## config.mk

```make
export PLATFORM = sky130hd
export DESIGN_NAME = miss_reserve
export DESIGN_NICKNAME = d
export VERILOG_FILES = /design/src/hw/cache_bank_pkg.sv /design/src/hw/miss_reserve.sv
export SDC_FILE = /design/constraint.sdc
export NUM_CORES = 1
export LEC_CHECK = 0
export ABC_CLOCK_PERIOD_IN_PS = 7950
export BUFFER_PORTS_ARGS = -buffer_cell sky130_fd_sc_hd__buf_2
export CAP_MARGIN = 20
export CORE_UTILIZATION = 55
export CTS_CLUSTER_DIAMETER = 150
export DETAILED_ROUTE_END_ITERATION = 6
export HOLD_SLACK_MARGIN = 0.03
export PLACE_DENSITY = 0.82
export SLEW_MARGIN = 20
export SYNTH_ARGS = -nofsm -noshare
export SYNTH_HDL_FRONTEND = slang
export SYNTH_SLANG_ARGS = --single-unit
```

## constraint.sdc

```tcl
create_clock -name clk -period 7.95 [get_ports clk]
set_input_delay 0.795 -clock clk [delete_from_list [all_inputs] [get_ports clk]]
set_output_delay 0.795 -clock clk [all_outputs]
set_load 0.01 [all_outputs]
```

## src/hw/cache_bank_pkg.sv

```systemverilog
package cache_bank_pkg;

	localparam int addr_w = 32;
	localparam int word_w = 32;
	localparam int line_words = 4;
	localparam int num_lines = 64;
	localparam int id_w = 4;

	// Address split is tag | index | word offset | byte
	localparam int byte_w = 2;
	localparam int offset_w = $clog2(line_words);
	localparam int index_w = $clog2(num_lines);
	localparam int tag_w = addr_w - index_w - offset_w - byte_w;
	localparam int line_lsb = byte_w + offset_w;
	localparam int tag_lsb = line_lsb + index_w;
	localparam int line_w = line_words * word_w;

	// Queue sizes
	localparam int reqq_depth = 8;
	localparam int mrvq_depth = 8;
	localparam int mrvq_stop_margin = 2;
	localparam int mrvq_ptr_w = $clog2(mrvq_depth);
	localparam int mrvq_cnt_w = $clog2(mrvq_depth + 1);
	localparam int dfpq_depth = 2;
	localparam int cwbq_depth = 8;
	localparam int dwbq_depth = 4;

	typedef enum logic {
		op_read,
		op_write
	} req_op_e;

	// Which queue fed the item now in a stage
	typedef enum logic [1:0] {
		src_none,
		src_replay,
		src_fill,
		src_core
	} pipe_src_e;

endpackage

```

## src/hw/miss_reserve.sv

```systemverilog
`timescale 1ns/1ps

module miss_reserve (
	input  logic clk,
	input  logic reset,
	input  logic add,
	input  cache_bank_pkg::req_op_e add_op,
	input  logic [cache_bank_pkg::addr_w-1:0] add_addr,
	input  logic [cache_bank_pkg::word_w-1:0] add_wdata,
	input  logic [cache_bank_pkg::id_w-1:0] add_id,
	input  logic fill_seen,
	input  logic [cache_bank_pkg::addr_w-1:0] fill_line_addr,
	input  logic pop,
	output logic head_ready,
	output cache_bank_pkg::req_op_e head_op,
	output logic [cache_bank_pkg::addr_w-1:0] head_addr,
	output logic [cache_bank_pkg::word_w-1:0] head_wdata,
	output logic [cache_bank_pkg::id_w-1:0] head_id,
	output logic almost_full,
	output logic full
);
	import cache_bank_pkg::*;

	req_op_e entry_op [mrvq_depth];
	logic [addr_w-1:0] entry_addr [mrvq_depth];
	logic [word_w-1:0] entry_wdata [mrvq_depth];
	logic [id_w-1:0] entry_id [mrvq_depth];
	logic [mrvq_depth-1:0] entry_ready;
	logic [mrvq_ptr_w-1:0] head_ptr;
	logic [mrvq_ptr_w-1:0] tail_ptr;
	logic [mrvq_cnt_w-1:0] count;
	logic do_add;
	logic do_pop;

	assign do_add = add && !full;
	assign do_pop = pop && head_ready;

	// Only the oldest entry may leave
	assign head_ready = (count != 0) && entry_ready[head_ptr];
	assign head_op = entry_op[head_ptr];
	assign head_addr = entry_addr[head_ptr];
	assign head_wdata = entry_wdata[head_ptr];
	assign head_id = entry_id[head_ptr];

	assign full = count == mrvq_cnt_w'(mrvq_depth);
	assign almost_full = count >= mrvq_cnt_w'(mrvq_depth - mrvq_stop_margin);

	always_ff @(posedge clk) begin
		if (reset) begin
			entry_ready <= '0;
			head_ptr <= '0;
			tail_ptr <= '0;
			count <= '0;
		end else begin
			// Wake every waiter on the filled line
			for (int i = 0; i < mrvq_depth; i++) begin
				if (fill_seen &&
						entry_addr[i][addr_w-1:line_lsb] == fill_line_addr[addr_w-1:line_lsb]) begin
					entry_ready[i] <= 1'b1;
				end
			end
			if (do_pop) begin
				entry_ready[head_ptr] <= 1'b0;
				head_ptr <= head_ptr + 1'b1;
			end
			if (do_add) begin
				entry_ready[tail_ptr] <= 1'b0;
				tail_ptr <= tail_ptr + 1'b1;
			end
			count <= count + mrvq_cnt_w'(do_add) - mrvq_cnt_w'(do_pop);
		end
	end

	always_ff @(posedge clk) begin
		if (do_add) begin
			entry_op[tail_ptr] <= add_op;
			entry_addr[tail_ptr] <= add_addr;
			entry_wdata[tail_ptr] <= add_wdata;
			entry_id[tail_ptr] <= add_id;
		end
	end

endmodule

```

======== Word-level counts from Yosys, hierarchy flattened ========
Memories as Yosys holds them, arrays and structs flattened. A register that Yosys moved wholly into a read port is not among the register bits.
Cells that the tools add are included.
operators by class
  bitwise logic cells ..................... 4
  equality and inequality tests ........... 9
  multipliers ............................. 0
  $add $sub $neg .......................... 4
  $lt $le $gt $ge ......................... 5
  shift-type cells ........................ 0
  reduce and logical (&&, ||, !) cells .... 15
  divide/modulo/power cells ............... 0
  mux-type cells .......................... 35
operators by type and width
  kind                                                  number
  equality test 28 bit                                  8
  two-way mux 3 bit                                     8
  two-way mux 8 bit                                     3
  two-way mux 1 bit                                     21
  bitwise AND 8 bit                                     2
  inverter 8 bit                                        2
  logical AND 1 bit                                     13
  < comparator 3 x 4 -> 1 bit (second input constant)   2
  adder 3 x 1 -> 3 bit (second input constant)          2
  demux 1 bit (select 3 bit)                            2
  >= comparator 3 x 1 -> 1 bit (second input constant)  2
  adder 4 x 1 -> 4 bit                                  1
  equality test 4 bit (second input constant)           1
  >= comparator 4 x 3 -> 1 bit (second input constant)  1
  nonzero test 4 bit                                    1
  subtractor 4 x 1 -> 4 bit                             1
  binary-select mux 1 bit (select 3 bit)                1
  zero test 1 bit                                       1
storage, ports and cells
  ROM bits ................................ 0
  memories kept ........................... 4
  bits in latches ......................... 0
  RAM bits ................................ 552
  output and inout port bits .............. 72
  flip-flop bits (word level) ............. 18
memories
  memory       words  width  rd ports  clocked after Yosys merged registers in  wr ports  line                text
  entry_addr   8      32     9         1                                        1         miss_reserve.sv:25  logic [addr_w-1:0] entry_addr [mrvq_depth];
  entry_wdata  8      32     1         1                                        1         miss_reserve.sv:26  logic [word_w-1:0] entry_wdata [mrvq_depth];
  entry_id     8      4      1         1                                        1         miss_reserve.sv:27  logic [id_w-1:0] entry_id [mrvq_depth];
  entry_op     8      1      1         1                                        1         miss_reserve.sv:24  req_op_e entry_op [mrvq_depth];

======== Logic depth before layout (Yosys ltp) ========
  depth in word-level cells ............... 10
  gate-level depth with buffers ........... 13
  gate-level depth less buffers ........... 12

======== Worst setup path before layout ========
OpenSTA, ideal clock, no wires.
  path type ............................... in2reg
  start ................................... input add
  end ..................................... memory entry_addr[0][0] (enable)
  arrival time ............................ 5993 ps
  required time ........................... 7364 ps
  library setup time ...................... 586 ps
  cell stages on the path ................. 3
  setup slack ............................. 1371 ps
  path buffers ............................ 0
  path through ............................ nor2b_1 > nand2b_1 > nor3_1
on the way
  longest elaborated chain between the ends .. 3
RTL lines
  element                                  line                text
  start, declared                          miss_reserve.sv:6   input logic add,
  logical AND 1 bit                        miss_reserve.sv:35  assign do_add = add && !full;
  two-way mux 1 bit                        miss_reserve.sv:75  if (do_add) begin
  two-way mux 1 bit (not written as such)  miss_reserve.sv:77  entry_addr[tail_ptr] <= add_addr;
  end, declared                            miss_reserve.sv:25
Every way passes these cells.

==> flow_summary.toml <==
[status]
outcome = "completed"

[logic_synthesis]
ys_ff_latch = 573
ys_seq_area_frac = 0.700
ys_warn_count = 0
synth_async_sr_flop_share = 0
synthesis.area_sq_mm = 0.0243
postSynthAreaPerCell_sq_um = 19.5
synth_common_cells = "edfxtp_1, mux4_2, xnor2_1"
synth_cell_type_count = 35
synth_nets = 1358
synth_edf_count = 552
synth_top_area_cell = "edfxtp_1"
synth_top_area_share = 0.683
syn_inst = 1242
synth_flop_cell = "edfxtp_1"
synth_area_leaders = "edfxtp_1, mux4_2, xnor2_1, mux2_2, xor2_1"
synth.most_common_cell = "edfxtp_1"

[clock_tree]
post_cts_resize_count = 0
clkLatencyLatePin_ps = 640
hold_buffers = 0
h-tree-depth = 2
cts_tree = "built"
postCtsSetupRepairBufs = 0
clock-sinks = 573
clockBufferDepth = 3
cts_buffers = 56
cts-root-buf = "clkbuf_16"
cts.clk_slew.worst_paths_ps = 60

[routing]
dr.pass1.iters = 5
antenna_left = 0
drt-total-wl_um = 57700
viasPerCell = 6.11
drc = 0
drt_iter0_drc = 1378
routedWlPerCell_um = 28.0
vias = 12600

[placement]
place_congestion = 0.942
post-place-ws_ps = 3910
dp_cells = 1945
io_buffer_count = 173
dp_hpwl_um = 35300

[timing]
hold_viol_final = 0
min_period_ps = 4150
rsz0062_at_grt = "false"
worst_pin_slew_ps = 1120
fin_ws_ps = 3800
skew_ps = 35.7
slew_headroom = 0.254
fin_crit_sh = 0.522
setup_viol = 0
timing.fmax_mhz = 241
drv_slew = 0
final.setup.tns_ps = 0

[worst_setup_path]
timing.rr.end = "entry_addr[7][10]$_DFFE_PP_"
startpoint_type = "flop"
required_ps = 7150
worst-path-max-fanout = 38
cp-end-kind = "output port"
critical_path_class = "flop to output port"
r2r_slack_ps = 4430
reg2reg_from = "count[2]$_SDFF_PP0_"
rr_worst_depth = 7
crit_arrival_ps = 3360
endpoint = "head_addr[6]"

[final_layout]
nNetsFinal = 1536
syn_to_final_growth_pct = 13.9
drive_above_1_share = 0.344
register_area_sq_mm = 0.0170
nFillCells = 2910
finalNonFillerCells = 2058
multiInputGateArea_sq_mm = 0.00700
final_util = 0.639

[pwr]
p_sw_frac = 0.230
p_clk_frac = 0.389
peakVddDrop_uv = 254
total_power_uw = 6660
leakage_uw = 0.00876
share_comb_of_total_power = 0.086
p_sw_uw = 1530
p_seq_frac = 0.525
pwr_density_cell_mw_per_mm2 = 241
cell_internal_pwr_uw = 5120

[min_path]
hold_class = "input pin to flop"

[floorplan]
core_area_sq_mm = 0.0433
ioPinCount = 178
die_w_um = 212
dieArea_sq_mm = 0.0450
die_h_um = 212
start_util = 0.561
rows = 76

[global_route]
grt_pass1_vias = 12800
grt_pass1_wl_um = 83700
antenna_found_initial = 11
grt_usage = 0.262
grt-ovfl-total = 0
grt_max_degree = 63

[flow_run]
cap_viol_max_count = 0
[layout make-up]
| type | instances | share of cell area |
|---|---|---|
| Sequential cell | 573 | 0.615 |
| Tap cell | 585 | 0.0265 |
| Inverter | 7 | 0.000951 |
| Multi-Input combinational cell | 590 | 0.253 |
| Clock buffer | 69 | 0.0532 |
| Clock inverter | 35 | 0.0120 |
| Timing Repair Buffer | 192 | 0.0381 |
| Antenna cell | 7 | 0.000634 |
[layer usage]
layer / GRT usage / up-vias / wire, um
li1: - / 5330 / -
met1: 0.361 / 6454 / 22900
met2: 0.414 / 662 / 27700
met3: 0.0583 / 121 / 5080
met4: 0.0972 / 6 / 1970
met5: 0 / - / 39
[worst min path at each step]
| stage | from | end | cells after the start |
|---|---|---|---|
| after floorplan | tail_ptr[0]$_SDFFE_PP0P_ | tail_ptr[0]$_SDFFE_PP0P_ | 2 |
| after global placement | tail_ptr[0]$_SDFFE_PP0P_ | tail_ptr[0]$_SDFFE_PP0P_ | 2 |
| after detailed placement | tail_ptr[0]$_SDFFE_PP0P_ | tail_ptr[0]$_SDFFE_PP0P_ | 2 |
| after CTS | add_wdata[7] | entry_wdata[6][7]$_DFFE_PP_ | 1 |
| after global routing | add_wdata[7] | entry_wdata[6][7]$_DFFE_PP_ | 1 |
| final | add_addr[1] | entry_addr[2][1]$_DFFE_PP_ | 1 |
[critical path, stage by stage (launching register included)]
cell     delay (ps)
dfxtp_4         610
buf_16          310
buf_4           680
mux4_2          590
mux2_2          330
buf_2           160
[logic make-up after synthesis]
kind of cell               synth area share
AOI/OAI and AO/OA                   0.00794
muxes                                 0.163
xor gates and xnor gates             0.0823
and+or+nand+nor                      0.0279
buffers and inverters                0.0135
adders and majority gates           0.00547
DFF                                   0.700
[power by group through the flow]
| stage | Sequential [uW] | Clock [uW] | Combinational (uW) |
|---|---|---|---|
| after global routing | 3510 | 2730 | 606 |
| final | 3500 | 2590 | 570 |
| after global placement | 3550 | 0 | 559 |
| after floorplan | 3560 | 0 | 320 |
| after CTS | 3500 | 2630 | 573 |
| after detailed placement | 3560 | 0 | 567 |
[state kept, by name, summed over array words and instances (netlist names), named ones only]
name and cells:
entry_ready 8, entry_wdata 256, entry_id 32, entry_op 8
head_ptr 3, entry_addr 256, count 4, tail_ptr 3
[metrics by stage]
step,instance area [sq um],hold WS [ps]
after floorplan,24300,462
after global placement,25800,474
after detailed placement,25800,484
after CTS,27600,382
after global routing,27600,413
final,27600,420
[cells in the final DEF, fill, tap and decap left out, types with 3 or more instances in the layout]
master / netlist / routed
buf_4: 0 / 16
nor2b_1: 5 / 5
xor2_1: 90 / 90
clkinv_2: 0 / 16
edfxtp_1: 552 / 552
clkbuf_16: 0 / 56
clkbuf_1: 53 / 11
nand2_1: 16 / 16
nor4_1: 36 / 36
nand2b_1: 3 / 3
mux4_2: 138 / 138
xnor2_1: 138 / 138
dfxtp_1: 21 / 18
clkinv_1: 0 / 10
mux2_2: 70 / 70
nor2_4: 0 / 6
a21oi_1: 4 / 4
bufinv_16: 0 / 4
dfxtp_4: 0 / 3
buf_2: 13 / 173
diode_2: 0 / 7
a2111oi_2: 4 / 4
nor2_1: 16 / 10
a41oi_1: 8 / 8
inv_1: 7 / 7
ha_1: 9 / 9
nand4_1: 32 / 32
and3_2: 4 / 4
Note: power is estimated with default switching activity, not from simulation.
