[config.mk]
export PLATFORM = sky130hd
export DESIGN_NAME = bank_fifo
export DESIGN_NICKNAME = d
export VERILOG_FILES = /design/src/hw/bank_fifo.sv
export SDC_FILE = /design/constraint.sdc
export NUM_CORES = 1
export LEC_CHECK = 0
export BUFFER_PORTS_ARGS = -buffer_cell sky130_fd_sc_hd__buf_2
export CELL_PAD_IN_SITES_DETAIL_PLACEMENT = 1
export CELL_PAD_IN_SITES_GLOBAL_PLACEMENT = 1
export CORE_MARGIN = 3
export CORE_UTILIZATION = 45
export CTS_BUF_LIST = sky130_fd_sc_hd__clkbuf_2 sky130_fd_sc_hd__clkbuf_4 sky130_fd_sc_hd__clkbuf_8
export DETAILED_ROUTE_END_ITERATION = 8
export GPL_ROUTABILITY_DRIVEN = 0
export PLACE_DENSITY = 0.8
export SETUP_SLACK_MARGIN = 0.05
export SYNTH_ARGS = -nofsm -noshare
export SYNTH_HDL_FRONTEND = slang
export SYNTH_SLANG_ARGS = --single-unit
[constraint.sdc]
create_clock -name clk -period 4.8 [get_ports clk]
set_input_delay 0.24 -clock clk [delete_from_list [all_inputs] [get_ports clk]]
set_output_delay 0.24 -clock clk [all_outputs]
set_load 0.005 [all_outputs]
[src/hw/bank_fifo.sv]
`timescale 1ns/1ps

module bank_fifo #(
	parameter int width = 32,
	parameter int depth = 8
) (
	input  logic clk,
	input  logic reset,
	input  logic push,
	input  logic [width-1:0] in_data,
	input  logic pop,
	output logic [width-1:0] out_data,
	output logic empty,
	output logic full
);
	logic [width-1:0] mem [depth];
	logic [$clog2(depth)-1:0] rd_ptr;
	logic [$clog2(depth)-1:0] wr_ptr;
	logic [$clog2(depth+1)-1:0] count;
	logic do_push;
	logic do_pop;

	assign do_push = push && !full;
	assign do_pop = pop && !empty;
	assign empty = count == 0;
	assign full = count == depth;
	assign out_data = mem[rd_ptr];

	always_ff @(posedge clk) begin
		if (reset) begin
			rd_ptr <= '0;
			wr_ptr <= '0;
			count <= '0;
		end else begin
			if (do_push) begin
				wr_ptr <= (wr_ptr == depth - 1) ? '0 : wr_ptr + 1'b1;
			end
			if (do_pop) begin
				rd_ptr <= (rd_ptr == depth - 1) ? '0 : rd_ptr + 1'b1;
			end
			case ({do_push, do_pop})
				2'b10: count <= count + 1'b1;
				2'b01: count <= count - 1'b1;
				default: count <= count;
			endcase
		end
	end

	always_ff @(posedge clk) begin
		if (do_push) begin
			mem[wr_ptr] <= in_data;
		end
	end

endmodule

# == Word-level counts from Yosys, hierarchy flattened ==
# Memory sizes are Yosys's and may differ from the RTL's. A register that Yosys moved wholly into a read port is not among the register bits.
# Cells that the tools add are included.
# totals
latchBits,0
rom_bits,0
mem_bits_rw,256
output_inout_bits,34
reg_bits,10
n_memories,1
# op_classes
reduce_logical,6
order_cmp,0
div_mod_pow,0
mul,0
bitwise,0
shifts,0
muxes,7
addsub,4
eq_ne,5
# memory_table
name,words,word_bits,rd,rd_clocked_by_memory_dff,wr,line,text
mem,8,32,1,1,1,16,logic [width-1:0] mem [depth];
# op_table
op,count
two-way mux 3 bit,4
one-hot mux 4 bit (2 select lines),1
adder 3 x 1 -> 3 bit (second input constant),2
== test 3 bit (second input constant),2
adder 4 x 1 -> 4 bit (second input constant),1
== test 4 bit (second input constant),1
zero test 4 bit,1
subtractor 4 x 1 -> 4 bit (second input constant),1
== test 2 x 1 -> 1 bit (second input constant),1
== test 2 bit (second input constant),1
logical AND 1 bit,2
zero test 1 bit,2
two-way mux 1 bit,2
nonzero test 2 bit,1

# == Depth between registers and ports, before layout ==
# Gate-level depths: netlist of run 1.
# logic_depth
word_depth,5
mapped_depth,11
mapped_depth_nobuf,9

# == Worst setup path after synthesis of run 1 ==
# No wires, ideal clock.
# synth_path
path_kind,register -> register
start,register count[0]
end,"memory mem[0][0], enable pin"
stages_incl_launch_ff,6
setup_time_ns,0.501
slack_ns,0.355
path_buffers,2
arrival_ns,3.944
t_required_ns,4.299
synth_period_minus_slack_ns,4.445
path_cell_list,dfxtp_1 buf_2 nor3_1 a21bo_1 buf_2 nor4_1
# synth_via
elab_chain_cells,5
# synth_lines
element,line,text
from (decl),19,logic [$clog2(depth+1)-1:0] count;
from (signal assigned),42,2'b10: count <= count + 1'b1;
from (signal assigned),43,2'b01: count <= count - 1'b1;
from (signal assigned),44,default: count <= count;
== test 4 bit,26,assign full = count == depth;
zero test 1 bit,23,assign do_push = push && !full;
logical AND 1 bit,23,
two-way mux 1 bit,50,if (do_push) begin
two-way mux 1 bit (not written as such),51,mem[wr_ptr] <= in_data;
to (decl),16,
# Every way passes these cells.

==> impl_metrics.yaml, run 1 <==
status:
  status: "completed"
yosys:
  synth_cells: 450
  yosys.area.top_type: "edfxtp_1"
  async_flop_share_pct: 0
  synthesis.area_sq_mm: 0.01042
  yosysTopAreaCellShare_pct: 73.74
  synth_area_leaders: "edfxtp_1, mux4_2, mux4_1, mux2_2, dfxtp_1"
  synth_common_cells: "edfxtp_1, mux4_2, mux2_2, mux4_1, dfxtp_1"
  syn_nets: 493
  ys_warn_count: 0
  synth.distinct_cells: 34
  synth-seq-cells: 269
  yosysMostFrequentCell: "edfxtp_1"
  synth-edff-count: 256
  ys.flop_type: "edfxtp_1"
  avgSynthCellArea_sq_um: 23.17
  synth_seq_area_share_pct: 76.24
power:
  clkPwrFrac_pct: 32.1
  irDropWorstVdd_uv: 216.8
  power.leakage_uw: 0.004104
  switching_share_pct: 25.69
  intPower_uw: 4351
  p_seq_share_pct: 49.6
  combPwrFrac_pct: 18.3
  power_density_mw_per_mm2: 475.9
  switchingPower_uw: 1504
floorplanning:
  num_io_pins: 70
  die_w_microns: 158.2
  rows: 55
  core_area_sq_mm: 0.02271
  die_area_sq_mm: 0.02503
  die_y_microns: 158.2
  start_util_pct: 45.91
clock_tree:
  clk_path_buf_depth: 3
  ctsHoldBuffers: 33
  root_buffer: "clkbuf_8"
  cts_htree_levels: 2
  tritoncts: "yes"
  cts.sinks: 269
  cts.clk_slew.worst_paths_ns: 0.06
  clock_latency_ns: 0.55
  post_cts_buffers: 0
  cts_buffers: 43
  cts_resized: 0
timing:
  setup_viol: 0
  finalClockSkew_ns: 0.02568
  hold_viol: 0
  hold_slack_ns: 0.1156
  clock.fmax_mhz: 307.1
  tns_ns: 0
  relSlewSlack_pct: 27.66
  slew_violations: 0
  post-route-min-period_ns: 3.256
  final.period_utilization_pct: 67.84
  tightest_slew_ns: 1.085
  rsz0062_at_grt: "false"
critical_path:
  reg2regPathDepth: 9
  cp.arrival_ns: 3.02
  crit_fanout: 46
  crit_path_end_kind: "primary output"
  required_ns: 4.56
  r2r_end: "count[2]"
  start_kind: "flop"
  path_class: "reg2out"
  reg2reg_slack_ns: 2.13
  reg2reg_from: "count[1]"
run:
  drv_cap: 0
layout:
  fin_util_pct: 54.18
  area_growth_pct: 18.01
  regArea_sq_mm: 0.007954
  multi_input_area_sq_mm: 0.002370
  fin_cells: 908
  antenna_cells: 0
  drive_gt1_share_pct: 37.24
  final_cell_area_sq_mm: 0.01230
  fillerInstances: 2009
  nNetsFinal: 631
grt:
  track_usage_pct: 17.79
  grt_pass1_wl_microns: 32950
  grt-ovfl-total: 0
  antenna_found_initial: 1
  grt_max_degree: 47
  grt_pass1_vias: 5625
drt:
  first_iter_violations: 386
  routed_wl_microns: 21990
  via_count: 5067
  ant_nets: 0
  firstDrtPassIters: 4
  wl_per_cell_microns: 24.22
  vias_per_cell: 5.580
  drc: 0
placed_design:
  placed_cell_area_sq_mm: 0.01114
  port_buffers: 69
  dp_hpwl_microns: 12830
  place_inst: 795
worst_hold_path:
  hold_class: "in2reg"
  worstHoldPathCells: 4
  hold_path.startpoint: "pop"
==> per-stage QoR <==
stage	total power, uW	setup WS [ns]
final	5855	1.544
after global routing	6144	1.331
after CTS	5941	1.426
after detailed placement	4030	2.019
after global placement	3967	2.101
after floorplan	3674	0.3546
==> power by group through the flow <==
stage | Sequential (uW) | Clock (uW) | Combinational [uW]
after CTS | 2910 | 1930 | 1090
final | 2900 | 1880 | 1070
after detailed placement | 2960 | 0 | 1070
after floorplan | 2810 | 0 | 868
after global placement | 2940 | 0 | 1030
after global routing | 2930 | 2040 | 1170
==> area by class of cell <==
class                           count  share of cell area (%)
Clock inverter                     24                   1.098
Sequential cell                   269                   64.65
Clock buffer                       56                   5.654
Inverter                            1                 0.03051
Multi-Input combinational cell    156                   19.26
Timing Repair Buffer              117                   6.407
Tap cell                          285                   2.898
==> worst max-delay path by stage <==
stage | end | slack (ns) | depth (start not counted) | startpoint
6_report | out_data[6] | 1.54 | 4 | flop
2_1_floorplan | mem[0][0] | 0.35 | 5 | count[0]
5_1_grt | out_data[6] | 1.33 | 4 | flop
3_3_place_gp | out_data[5] | 2.10 | 4 | flop
3_5_place_dp | out_data[6] | 2.02 | 4 | flop
4_1_cts | out_data[6] | 1.43 | 4 | flop
==> metal layers <==
metal | track usage [%] | vias up | part of all wire [%] | wire, microns
met5 | 0 | - | 0.059 | 13
met4 | 5.858 | 2 | 2.2 | 473
met3 | 3.691 | 43 | 4.2 | 917
met2 | 29.91 | 133 | 51 | 11180
met1 | 23.42 | 2689 | 43 | 9412
li1 | - | 2200 | - | -
==> cells by family after synthesis <==
kind of cell | count (synthesis) | synth area share, %
simple gates | 34 | 1.668
mux | 100 | 18.70
buf+inv | 25 | 1.500
compound gates | 12 | 0.8041
xor+xnor | 3 | 0.2521
fa+ha+maj | 7 | 0.8401
flops | 269 | 76.24
==> state kept, by name, indices dropped and copies added (netlist names), named ones only <==
register,cells
rd_ptr,3
mem,256
count,4
wr_ptr,3
==> worst max-delay path, stage by stage, from the launching register on <==
cell	delay, ns
dfxtp_4	0.90
buf_4	0.48
mux4_1	0.62
mux2_2	0.28
buf_2	0.13
==> placed cells by master, fill, tap and decap left out, types with 4 or more instances in the layout <==
| cell type | count |
|---|---|
| ha_1 | 7 |
| clkinv_1 | 13 |
| buf_4 | 15 |
| mux4_1 | 28 |
| edfxtp_1 | 256 |
| clkbuf_8 | 44 |
| mux2_2 | 33 |
| clkbuf_4 | 12 |
| nand2_1 | 6 |
| mux4_2 | 36 |
| clkinv_2 | 8 |
| a21oi_1 | 7 |
| nor2_1 | 6 |
| dlygate4sd3_1 | 33 |
| buf_2 | 69 |
| dfxtp_1 | 10 |
| nor3_2 | 4 |
Power figures use the tool's default switching activity.
==> inputs of run 2 (changes only) <==
Clock period 4.8 ns to 2.9 ns, I/O delays scaled along.
==> run 2 against run 1 <==
Effect of this change:
- utilization increased by 0.34 points
- final cell count increased by 0.33%
- global-route usage increased by 0.068 points
- sequential share of layout area decreased by 0.40 points
- clock power increased by 62%
- sequential power increased by 62%
- critical path type unchanged
- largest cell class unchanged
==> impl_metrics.yaml, run 2 (synthesis gave the netlist of run 1 again) <==
grt:
  track_usage_pct: 17.86
  grt_pass1_wl_microns: 33300
  antenna_found_initial: 0
  grt_max_degree: 43
  grt_pass1_vias: 5603
  grt-ovfl-total: 0
drt:
  wl_per_cell_microns: 23.52
  vias_per_cell: 5.491
  drc: 0
  firstDrtPassIters: 4
  routed_wl_microns: 21420
  via_count: 5002
  ant_nets: 0
  first_iter_violations: 445
clock_tree:
  clk_path_buf_depth: 3
  cts.sinks: 269
  cts_buffers: 44
  cts.clk_slew.worst_paths_ns: 0.06
  tritoncts: "yes"
  post_cts_buffers: 0
  clock_latency_ns: 0.55
  cts_htree_levels: 2
  root_buffer: "clkbuf_8"
critical_path:
  path_class: "reg2out"
  required_ns: 2.76
  crit_path_top_delay_cell: "dfxtp_4"
  crit_path_end_kind: "primary output"
  start_kind: "flop"
  crit_path_cell_trace: "buf_4, mux4_1, mux2_2, buf_2"
  crit_fanout: 20
  cp.arrival_ns: 2.47
  max_stage_delay_ns: 0.60
layout:
  top_register: "mem"
  antenna_cells: 0
  largest_reg_flops: 256
  area_growth_pct: 18.75
  layout_commonest_cell: "edfxtp_1"
  drive_gt1_share_pct: 38.02
  nNetsFinal: 642
  final_cell_area_sq_mm: 0.01238
  largestRegisters: "mem (256), count (4)"
  final_cell_mix: "edfxtp_1, buf_2, clkbuf_8"
placed_design:
  port_buffers: 69
  placed_cell_area_sq_mm: 0.01124
  dp_hpwl_microns: 13050
floorplanning:
  die_area_sq_mm: 0.02503
  die_w_microns: 158.2
  rows: 55
  start_util_pct: 45.91
  die_y_microns: 158.2
  core_area_sq_mm: 0.02271
  num_io_pins: 70
timing:
  post-route-min-period_ns: 2.616
  rsz0062_at_grt: "false"
  relSlewSlack_pct: 63.22
  slew_violations: 0
  hold_viol: 0
  finalClockSkew_ns: 0.02424
  tightest_slew_ns: 0.5516
  setup_viol: 0
  clock.fmax_mhz: 382.3
  tns_ns: 0
  final.period_utilization_pct: 90.21
power:
  power.leakage_uw: 0.004135
  irDropWorstVdd_uv: 372.1
  power_density_mw_per_mm2: 784.5
status:
  status: "completed"
worst_hold_path:
  hold_class: "in2reg"
run:
  drv_cap: 0
run 2: critical path: cells and delay by family, from the launching register on:
family	cells	cell delay, ns
multiplexers	2	0.88
buffers and inverters	2	0.46
flip-flops	1	0.60
run 2: cell type report:
type	instances	area, sq um
fill	2007	10330
multi-input combinational	156	2385
clock inverter	17	108.9
sequential	269	7954
tap	285	356.6
clock buffer	56	695.7
inverter	1	3.754
timing repair buffer	127	875.8
run 2: through the flow:
step                      cells  power (uW)  hold WS, ns  utilization (%)  setup slack [ns]
after floorplan             450        6078       0.2439                -           -0.6915
after global placement      805        6623       0.4001            49.52            0.4949
after detailed placement    805        6751       0.4187            49.52            0.2637
after CTS                   911        9849      0.08768            54.51            0.2104
after global routing        911       10210       0.1198            54.51           0.07281
final                       911        9712       0.1168            54.51            0.2841
run 2: power breakdown:
part,switching (uW),internal (uW)
registers,180,4510
logic,893,1080
clock network,1390,1650
total,2470,7250
run 2: path summary, 6_finish.rpt:
kind	startpoint	endpoint	slack, ns	depth (start not counted)
max reg2reg	count[1]	count[3]	0.35	7
min	pop	flop	0.12	5
max	flop	out_data[27]	0.28	4
min reg2reg	rd_ptr[2]	flop	0.50	2
run 2: what timing repair did:
| item | CTS | global route |
|---|---|---|
| gates resized for setup | 0 | 1 |
| hold buffers | 33 | 0 |
| hold endpoints to repair | 268 | 0 |
| endpoints found under the setup margin | 0 | 2 |
run 2: metal layers:
metal / track usage, % / part of all wire (%) / vias up
met1: 23.17 / 41 / 2622
li1: - / - / 2211
met2: 30.89 / 53 / 138
met3: 3.718 / 4.9 / 31
met5: 0 / 0 / -
met4: 4.916 / 1.6 / 0
