--- src/hw/cache_bank_pkg.sv ---
package cache_bank_pkg;

	localparam int addr_w = 32;
	localparam int word_w = 32;
	localparam int line_words = 4;
	localparam int num_lines = 64;
	localparam int id_w = 4;

	// Address split is tag | index | word offset | byte
	localparam int byte_w = 2;
	localparam int offset_w = $clog2(line_words);
	localparam int index_w = $clog2(num_lines);
	localparam int tag_w = addr_w - index_w - offset_w - byte_w;
	localparam int line_lsb = byte_w + offset_w;
	localparam int tag_lsb = line_lsb + index_w;
	localparam int line_w = line_words * word_w;

	// Queue sizes
	localparam int reqq_depth = 8;
	localparam int mrvq_depth = 8;
	localparam int mrvq_stop_margin = 2;
	localparam int mrvq_ptr_w = $clog2(mrvq_depth);
	localparam int mrvq_cnt_w = $clog2(mrvq_depth + 1);
	localparam int dfpq_depth = 2;
	localparam int cwbq_depth = 8;
	localparam int dwbq_depth = 4;

	typedef enum logic {
		op_read,
		op_write
	} req_op_e;

	// Which queue fed the item now in a stage
	typedef enum logic [1:0] {
		src_none,
		src_replay,
		src_fill,
		src_core
	} pipe_src_e;

endpackage

--- src/hw/bank_pipeline.sv ---
`timescale 1ns/1ps

module bank_pipeline (
	input  logic clk,
	input  logic reset,

	input  logic reqq_empty,
	input  cache_bank_pkg::req_op_e reqq_op,
	input  logic [cache_bank_pkg::addr_w-1:0] reqq_addr,
	input  logic [cache_bank_pkg::word_w-1:0] reqq_wdata,
	input  logic [cache_bank_pkg::id_w-1:0] reqq_id,
	output logic reqq_pop,

	input  logic dfpq_empty,
	input  logic [cache_bank_pkg::addr_w-1:0] dfpq_addr,
	input  logic [cache_bank_pkg::line_w-1:0] dfpq_line,
	output logic dfpq_pop,

	input  logic mrvq_head_ready,
	input  cache_bank_pkg::req_op_e mrvq_head_op,
	input  logic [cache_bank_pkg::addr_w-1:0] mrvq_head_addr,
	input  logic [cache_bank_pkg::word_w-1:0] mrvq_head_wdata,
	input  logic [cache_bank_pkg::id_w-1:0] mrvq_head_id,
	input  logic mrvq_almost_full,
	input  logic mrvq_full,
	output logic mrvq_pop,
	output logic mrvq_add,
	output cache_bank_pkg::req_op_e miss_op,
	output logic [cache_bank_pkg::addr_w-1:0] miss_addr,
	output logic [cache_bank_pkg::word_w-1:0] miss_wdata,
	output logic [cache_bank_pkg::id_w-1:0] miss_id,
	output logic fill_seen,
	output logic [cache_bank_pkg::addr_w-1:0] fill_line_addr,

	output logic [cache_bank_pkg::index_w-1:0] rd_index,
	input  logic rd_valid,
	input  logic rd_dirty,
	input  logic [cache_bank_pkg::tag_w-1:0] rd_tag,
	input  logic [cache_bank_pkg::line_w-1:0] rd_line,
	output logic wr_en,
	output logic [cache_bank_pkg::index_w-1:0] wr_index,
	output logic [cache_bank_pkg::tag_w-1:0] wr_tag,
	output logic [cache_bank_pkg::line_w-1:0] wr_line,
	output logic wr_dirty,

	input  logic cwbq_full,
	output logic cwbq_push,
	output logic [cache_bank_pkg::id_w-1:0] cwbq_id,
	output logic [cache_bank_pkg::addr_w-1:0] cwbq_addr,
	output logic [cache_bank_pkg::word_w-1:0] cwbq_data,

	input  logic dwbq_full,
	output logic dwbq_push,
	output logic [cache_bank_pkg::addr_w-1:0] dwbq_addr,
	output logic [cache_bank_pkg::line_w-1:0] dwbq_line,

	input  logic dram_fill_req_full,
	output logic dram_fill_req,
	output logic [cache_bank_pkg::addr_w-1:0] dram_fill_req_addr
);
	import cache_bank_pkg::*;

	logic stall;
	logic fill_in_pipe;

	pipe_src_e src_s0;
	req_op_e s0_op;
	logic [addr_w-1:0] s0_addr;
	logic [word_w-1:0] s0_wdata;
	logic [id_w-1:0] s0_id;

	pipe_src_e s1_src;
	req_op_e s1_op;
	logic [addr_w-1:0] s1_addr;
	logic [word_w-1:0] s1_wdata;
	logic [id_w-1:0] s1_id;
	logic [line_w-1:0] s1_line;
	logic [index_w-1:0] s1_index;
	logic [tag_w-1:0] s1_tag;
	logic [offset_w-1:0] s1_offset;
	logic s1_is_req;
	logic s1_is_fill;
	logic s1_hit;
	logic [word_w-1:0] s1_rword;
	logic [line_w-1:0] s1_merged;

	pipe_src_e s2_src;
	req_op_e s2_op;
	logic [addr_w-1:0] s2_addr;
	logic [word_w-1:0] s2_word;
	logic [id_w-1:0] s2_id;
	logic s2_miss;
	logic s2_victim;
	logic [addr_w-1:0] s2_victim_addr;
	logic [line_w-1:0] s2_victim_line;
	logic s2_is_req;
	logic s2_is_fill;
	logic s2_hit;
	logic s2_missed;
	logic s2_evict;

	// Stage 0, fixed priority replay > fill > core
	assign fill_in_pipe = (s1_src == src_fill) || (s2_src == src_fill);

	always_comb begin
		if (mrvq_head_ready) begin
			src_s0 = src_replay;
		end else if (!dfpq_empty) begin
			src_s0 = src_fill;
		end else if (!reqq_empty && !mrvq_almost_full && !fill_in_pipe) begin
			src_s0 = src_core;
		end else begin
			src_s0 = src_none;
		end
	end

	assign mrvq_pop = (src_s0 == src_replay) && !stall;
	assign dfpq_pop = (src_s0 == src_fill) && !stall;
	assign reqq_pop = (src_s0 == src_core) && !stall;

	always_comb begin
		s0_op = op_read;
		s0_addr = '0;
		s0_wdata = '0;
		s0_id = '0;
		case (src_s0)
			src_replay: begin
				s0_op = mrvq_head_op;
				s0_addr = mrvq_head_addr;
				s0_wdata = mrvq_head_wdata;
				s0_id = mrvq_head_id;
			end
			src_fill: s0_addr = dfpq_addr;
			src_core: begin
				s0_op = reqq_op;
				s0_addr = reqq_addr;
				s0_wdata = reqq_wdata;
				s0_id = reqq_id;
			end
			default: ;
		endcase
	end

	// Stage 1, tag compare and store update
	assign s1_index = s1_addr[line_lsb +: index_w];
	assign s1_tag = s1_addr[tag_lsb +: tag_w];
	assign s1_offset = s1_addr[byte_w +: offset_w];
	assign s1_is_req = (s1_src == src_replay) || (s1_src == src_core);
	assign s1_is_fill = s1_src == src_fill;
	assign s1_hit = rd_valid && (rd_tag == s1_tag);
	assign s1_rword = rd_line[s1_offset*word_w +: word_w];
	assign rd_index = s1_index;

	always_comb begin
		s1_merged = rd_line;
		s1_merged[s1_offset*word_w +: word_w] = s1_wdata;
	end

	// Fill of a line already holding this tag is dropped
	assign wr_en = !stall && ((s1_is_req && s1_hit && s1_op == op_write) ||
		(s1_is_fill && !s1_hit));
	assign wr_index = s1_index;
	assign wr_tag = s1_tag;
	assign wr_line = s1_is_fill ? s1_line : s1_merged;
	assign wr_dirty = s1_is_req;

	always_ff @(posedge clk) begin
		if (reset) begin
			s1_src <= src_none;
			s2_src <= src_none;
		end else if (!stall) begin
			s1_src <= src_s0;
			s2_src <= s1_src;
		end
	end

	always_ff @(posedge clk) begin
		if (!stall) begin
			s1_op <= s0_op;
			s1_addr <= s0_addr;
			s1_wdata <= s0_wdata;
			s1_id <= s0_id;
			s1_line <= dfpq_line;
			s2_op <= s1_op;
			s2_addr <= s1_addr;
			s2_word <= (s1_op == op_write) ? s1_wdata : s1_rword;
			s2_id <= s1_id;
			s2_miss <= !s1_hit;
			s2_victim <= s1_is_fill && !s1_hit && rd_valid && rd_dirty;
			s2_victim_addr <= {rd_tag, s1_index, {line_lsb{1'b0}}};
			s2_victim_line <= rd_line;
		end
	end

	// Stage 2 routing
	assign s2_is_req = (s2_src == src_replay) || (s2_src == src_core);
	assign s2_is_fill = s2_src == src_fill;
	assign s2_hit = s2_is_req && !s2_miss;
	assign s2_missed = s2_is_req && s2_miss;
	assign s2_evict = s2_is_fill && s2_victim;

	// Holds all three stages together
	assign stall = (s2_hit && cwbq_full) ||
		(s2_missed && (mrvq_full || dram_fill_req_full)) ||
		(s2_evict && dwbq_full);

	assign cwbq_push = s2_hit && !stall;
	assign cwbq_id = s2_id;
	assign cwbq_addr = s2_addr;
	assign cwbq_data = s2_word;

	assign mrvq_add = s2_missed && !stall;
	assign miss_op = s2_op;
	assign miss_addr = s2_addr;
	assign miss_wdata = s2_word;
	assign miss_id = s2_id;

	assign dram_fill_req = s2_missed && !stall;
	assign dram_fill_req_addr = {s2_addr[addr_w-1:line_lsb], {line_lsb{1'b0}}};

	assign fill_seen = s2_is_fill && !stall;
	assign fill_line_addr = {s2_addr[addr_w-1:line_lsb], {line_lsb{1'b0}}};

	assign dwbq_push = s2_evict && !stall;
	assign dwbq_addr = s2_victim_addr;
	assign dwbq_line = s2_victim_line;

endmodule

--- config.mk ---
export PLATFORM = sky130hd
export DESIGN_NAME = bank_pipeline
export DESIGN_NICKNAME = d
export VERILOG_FILES = /design/src/hw/cache_bank_pkg.sv /design/src/hw/bank_pipeline.sv
export SDC_FILE = /design/constraint.sdc
export NUM_CORES = 1
export LEC_CHECK = 0
export ABC_AREA = 1
export ABC_CLOCK_PERIOD_IN_PS = 19000
export BUFFER_PORTS_ARGS = -buffer_cell sky130_fd_sc_hd__buf_4
export CAP_MARGIN = 20
export CORE_AREA = 5 5 385 387
export DETAILED_ROUTE_END_ITERATION = 8
export DIE_AREA = 0 0 390 392
export PLACE_DENSITY = 0.34
export RECOVER_POWER = 50
export REMOVE_ABC_BUFFERS = 1
export SETUP_SLACK_MARGIN = 0.05
export SLEW_MARGIN = 15
export SYNTH_ARGS = -nofsm -noshare
export SYNTH_HDL_FRONTEND = slang
export SYNTH_SLANG_ARGS = --single-unit
--- constraint.sdc ---
create_clock -name clk -period 19 [get_ports clk]
set_input_delay 3.8 -clock clk [delete_from_list [all_inputs] [get_ports clk]]
set_output_delay 3.8 -clock clk [all_outputs]
set_load 0.005 [all_outputs]
======== Word level (Yosys, flattened, before mapping) ========
Index checks and enable logic that the tools add are counted.
W data, S select, Z words.
storage, ports and cells
  flip-flop bits (word level) ............. 428
  output and inout port bits .............. 533
  logic and storage cells ................. 74
cells by class
  $add $sub $neg .......................... 1
  eq/ne operators ......................... 10
  shift-type cells ........................ 3
  multiplexer cells ....................... 10
  reduce and logical (&&, ||, !) cells .... 35
operator list
  cell                         number
  $bwmux W128                  1
  $mux W128                    1
  $shift A32 B34 Y128 const A  1
  $shiftx A128 B8 Y32          1
  $shiftx A32 B34 Y128         1
  $pmux W32 S3                 1
  $pmux W32 S2                 1
  $neg A7 Y34                  1
  $mux W32                     1
  $eq A22 B22 Y1               1
  $logic_and A1 B1 Y1          22
  $eq A2 B2 Y1 const B         6
  $pmux W4 S2                  1
  $logic_or A1 B1 Y1           7
  $eq A2 B1 Y1 const B         3
  $logic_not A1 Y1             6
  $mux W2                      3
  $pmux W1 S2                  1

======== Depth between registers and ports, before layout ========
  word-level depth ........................ 9
  depth in mapped cells ................... 11

======== Worst setup path after synthesis ========
OpenSTA, ideal clock, no wires.
  path kind ............................... input -> output
  from .................................... in dram_fill_req_full
  to ...................................... out dwbq_push
  arrival time ............................ 13.283 ns
  required time ........................... 15.200 ns
  slack ................................... 1.917 ns
  cell stages on the path ................. 5
  path buffers ............................ 0
  cell sequence ........................... o211ai_1 > nand3b_4 > inv_1 > nand3_1 > nor2_1
on the way
  cells in the longest elaborated chain, start to end .. 6
RTL lines
  element              RTL line              source
  from (decl)          bank_pipeline.sv:57   input logic dram_fill_req_full,
  $logic_or A1 B1 Y1   bank_pipeline.sv:204  (s2_missed && (mrvq_full || dram_fill_req_full)) ||
  $logic_and A1 B1 Y1  bank_pipeline.sv:204
  $logic_or A1 B1 Y1   bank_pipeline.sv:203  assign stall = (s2_hit && cwbq_full) ||
  $logic_or A1 B1 Y1   bank_pipeline.sv:204
  $logic_not A1 Y1     bank_pipeline.sv:224  assign dwbq_push = s2_evict && !stall;
  $logic_and A1 B1 Y1  bank_pipeline.sv:224
  to (decl)            bank_pipeline.sv:53   output logic dwbq_push,
Every way passes these cells.

======== Worst setup path in the final report ========
  from .................................... reg s1_addr[2]
  to ...................................... out wr_line[95] (netlist name)
on the way
  cells in the longest elaborated chain, start to end .. 4
RTL lines
  element                                                             RTL line              source
  from (decl)                                                         bank_pipeline.sv:74   logic [addr_w-1:0] s1_addr;
  from (signal assigned)                                              bank_pipeline.sv:180  s1_addr <= s0_addr;
  $neg A7 Y34 *                                                       bank_pipeline.sv:156  s1_merged[s1_offset*word_w +: word_w] = s1_wdata;
  $shiftx A32 B34 Y128 / $shift A32 B34 Y128 (equally long branches)  bank_pipeline.sv:156
  $bwmux W128 *                                                       bank_pipeline.sv:156
  $mux W128 *                                                         bank_pipeline.sv:164  assign wr_line = s1_is_fill ? s1_line : s1_merged;
  to (decl)                                                           bank_pipeline.sv:43   output logic [cache_bank_pkg::line_w-1:0] wr_line,
Every way passes the cells marked *; elsewhere a longest branch is shown, timed or not.

==> flow_metrics.tcl <==
set metrics [dict create \
    final_antenna_net_count 0 \
    async_reset_ff_share_pct 0 \
    period_share_pct 61.0 \
    crit_arrival_ns 7.79 \
    cts_setup_buffers 0 \
    grt_setup_unrepaired "no" \
    timing.rr.start "s1_addr[2]" \
    grt_pass1_vias 17629 \
    netlist_area_um2 19800 \
    avgRoutedWirePerCell_um 26.7 \
    synth.distinct_cells 32 \
    grt_pass1_wl_mm 161 \
    routed_wl_mm 124 \
    synth_area_leaders "edfxtp_1, nand2_1, buf_4" \
    cp_max_fo 29 \
    grt_max_degree 129 \
    yosys_warnings 0 \
    drt_iter0_drc 984 \
    synth.most_common_cell "edfxtp_1" \
    synth_edf_count 418 \
    synth_top_area_share_pct 63.5 \
    crit_start "s1_addr[2]" \
    coreArea_um2 145000 \
    worst-setup-path-type "reg2out" \
    first_pass_iters 5 \
    worst_slack_ns 7.41 \
    synthTopCellsByCount "edfxtp_1, nand2_1, nor2_1, buf_4, o21ai_0" \
    cts_made_buffers 60 \
    num_vias 17680 \
    overflow 0 \
    cap_violations 8 \
    cts_max_level 2 \
    clock_skew_ns 0.0261 \
    hold_path.class "reg2reg" \
    status "finished, violations left" \
    crit_path_end_kind "primary output" \
    power_mw 3.07 \
    initial_core_util_pct 13.7 \
    n_fill_cell 16045 \
    synth_ff_type "edfxtp_1" \
    fmax_mhz 86.3 \
    synth.avg_cell_area_um2 10.6 \
    port_buffers 980 \
    p_leak_nw 11.8 \
    cts_tree "built" \
    antenna_found_initial 32 \
    drc 0 \
    slew_headroom_pct -72.2 \
    die_h_um 392 \
    clk_latency_ns 0.65 \
    tns_ns 0 \
    syn_to_final_growth_pct 47.8 \
    hold_start "s1_id[0]" \
    max-vdd-ir-drop_v 0.0000718 \
    cts.path.max_buffers 3 \
    tightest_slew_ns 2.58 \
    layout-drive-gt1-share_pct 32.7 \
    cp.required_ns 15.20 \
    synth_seq_cells 422 \
    num_io_pins 993 \
    die_x_um 390 \
    power_density_nw_per_um2 105 \
    cts-root-buf "clkbuf_16" \
    netlist_instances 1867 \
    fin_crit_ns 11.59 \
    clk_pin_slew_worst_paths_ns 0.05 \
    dp_slack_ns 9.63 \
    dp_hpwl_mm 95.2 \
    synth_top_cell_by_area "edfxtp_1" \
    ys_seq_area_share_pct 63.9 \
    vias_per_cell 3.81 \
    cts_num_sinks 422 \
    rows 140 \
    cts_resized 0 \
    violations "max-capacitance violations, max-slew violations" \
    drv_slew 238 \
    hold_viol 0 \
    critPathLaunchType "register" \
    final-setup-viol-count 0 \
    holdBufCountCts 0 \
    track_usage_pct 15.4 \
    die_area_um2 153000 \
    gp_congestion 0.779 \
    fin_nets 3133 \
]
==> through the flow <==
stage               hold WS [ns]  cells  area [um2]  util [%]
floorplan                  0.400   1594       18000         -
finish                     0.416   4645       29200      20.2
detailed placement         0.406   4523       28100      19.4
global placement           0.401   4523       28100      19.4
CTS                        0.419   4635       30100      20.8
global route               0.432   4636       29200      20.2
==> metal layers <==
metal	share of wire, %	wire, um	global-route usage (%)	up-vias
li1	-	-	-	7991
met1	39	48800	18.1	8722
met2	51	62800	27.5	787
met3	7.5	9280	4.47	162
met4	2.5	3060	3.62	18
met5	0.089	110	0	-
==> sequential cells by signal, indices dropped and copies added (netlist names) <==
signal and count:
s2_src 2, miss_op 1, cwbq_addr 32, s2_victim 1
s1_op 1, s1_src 2, dwbq_line 128, dwbq_addr 22
cwbq_id 4, s2_miss 1, s1_wdata 32, s1_id 4
cwbq_data 32, s1_line 128, s1_addr 32
==> cell families (layout without fill, tap and decap cells) <==
family	Yosys count	count (layout)	synth area share, %
other	1	22	0.0190
AND/OR/NAND/NOR	756	756	15.4
XOR/XNOR	1	1	0.0443
AO/OA/AOI/OAI	327	327	9.82
buffers and inverters	355	1195	10.5
adder cells (fa/ha/maj)	5	5	0.317
flip-flops	422	422	63.9
==> worst max-delay path, cell delays in order, from the launching register on <==
cell	delay (ns)
edfxtp_1	0.33
clkbuf_1	1.51
clkinvlp_2	2.12
ha_1	0.94
inv_2	0.08
nor2_4	0.56
inv_2	0.32
buf_4	0.34
o21ai_0	0.19
o21ai_0	0.12
o21ai_0	0.32
buf_4	0.21
==> power breakdown <==
group | internal, mW | switching, mW
Combinational | 0.278 | 0.370
Sequential | 1.15 | 0.0824
Clock | 0.717 | 0.466
==> worst paths after layout <==
path                                     end  slack, ns  cells after the start
worst min register to register    cwbq_id[0]       0.42                      0
worst min-delay path              cwbq_id[0]       0.42                      0
worst max-delay path             wr_line[95]       7.41                     11
worst max register to register  cwbq_data[6]      12.70                      5
==> final cells by class <==
class	instances	area (um2)	share of cell area, %
clock buffer	68	1550	5.32
sequential	422	12600	43.2
inverter	71	279	0.955
clock inverter	44	474	1.62
tap	1917	2400	8.21
antenna	10	25.0	0.0857
multi-input combinational	1101	5110	17.5
timing repair buffer	1012	6740	23.1
==> placed cells by master, fill, tap and decap left out, drive strengths merged <==
master    netlist  routed
nand4          32      32
a211oi          2       2
nand3          38      38
clkbuf         65     549
o21ai         140     140
nor4            1       1
bufinv          0      10
nor2          283     283
nor3           19      19
a22o           37      37
inv            70      70
conb            1      12
diode           0      10
nand2         382     382
xnor2           1       1
a21oi          21      21
edfxtp        418     418
ha              5       5
buf           219     531
o211ai          1       1
a31oi         125     125
clkinv          1      30
clkinvlp        0       5
dfxtp           4       4
o22ai           1       1
nand3b          1       1
Power figures use the tool's default switching activity.
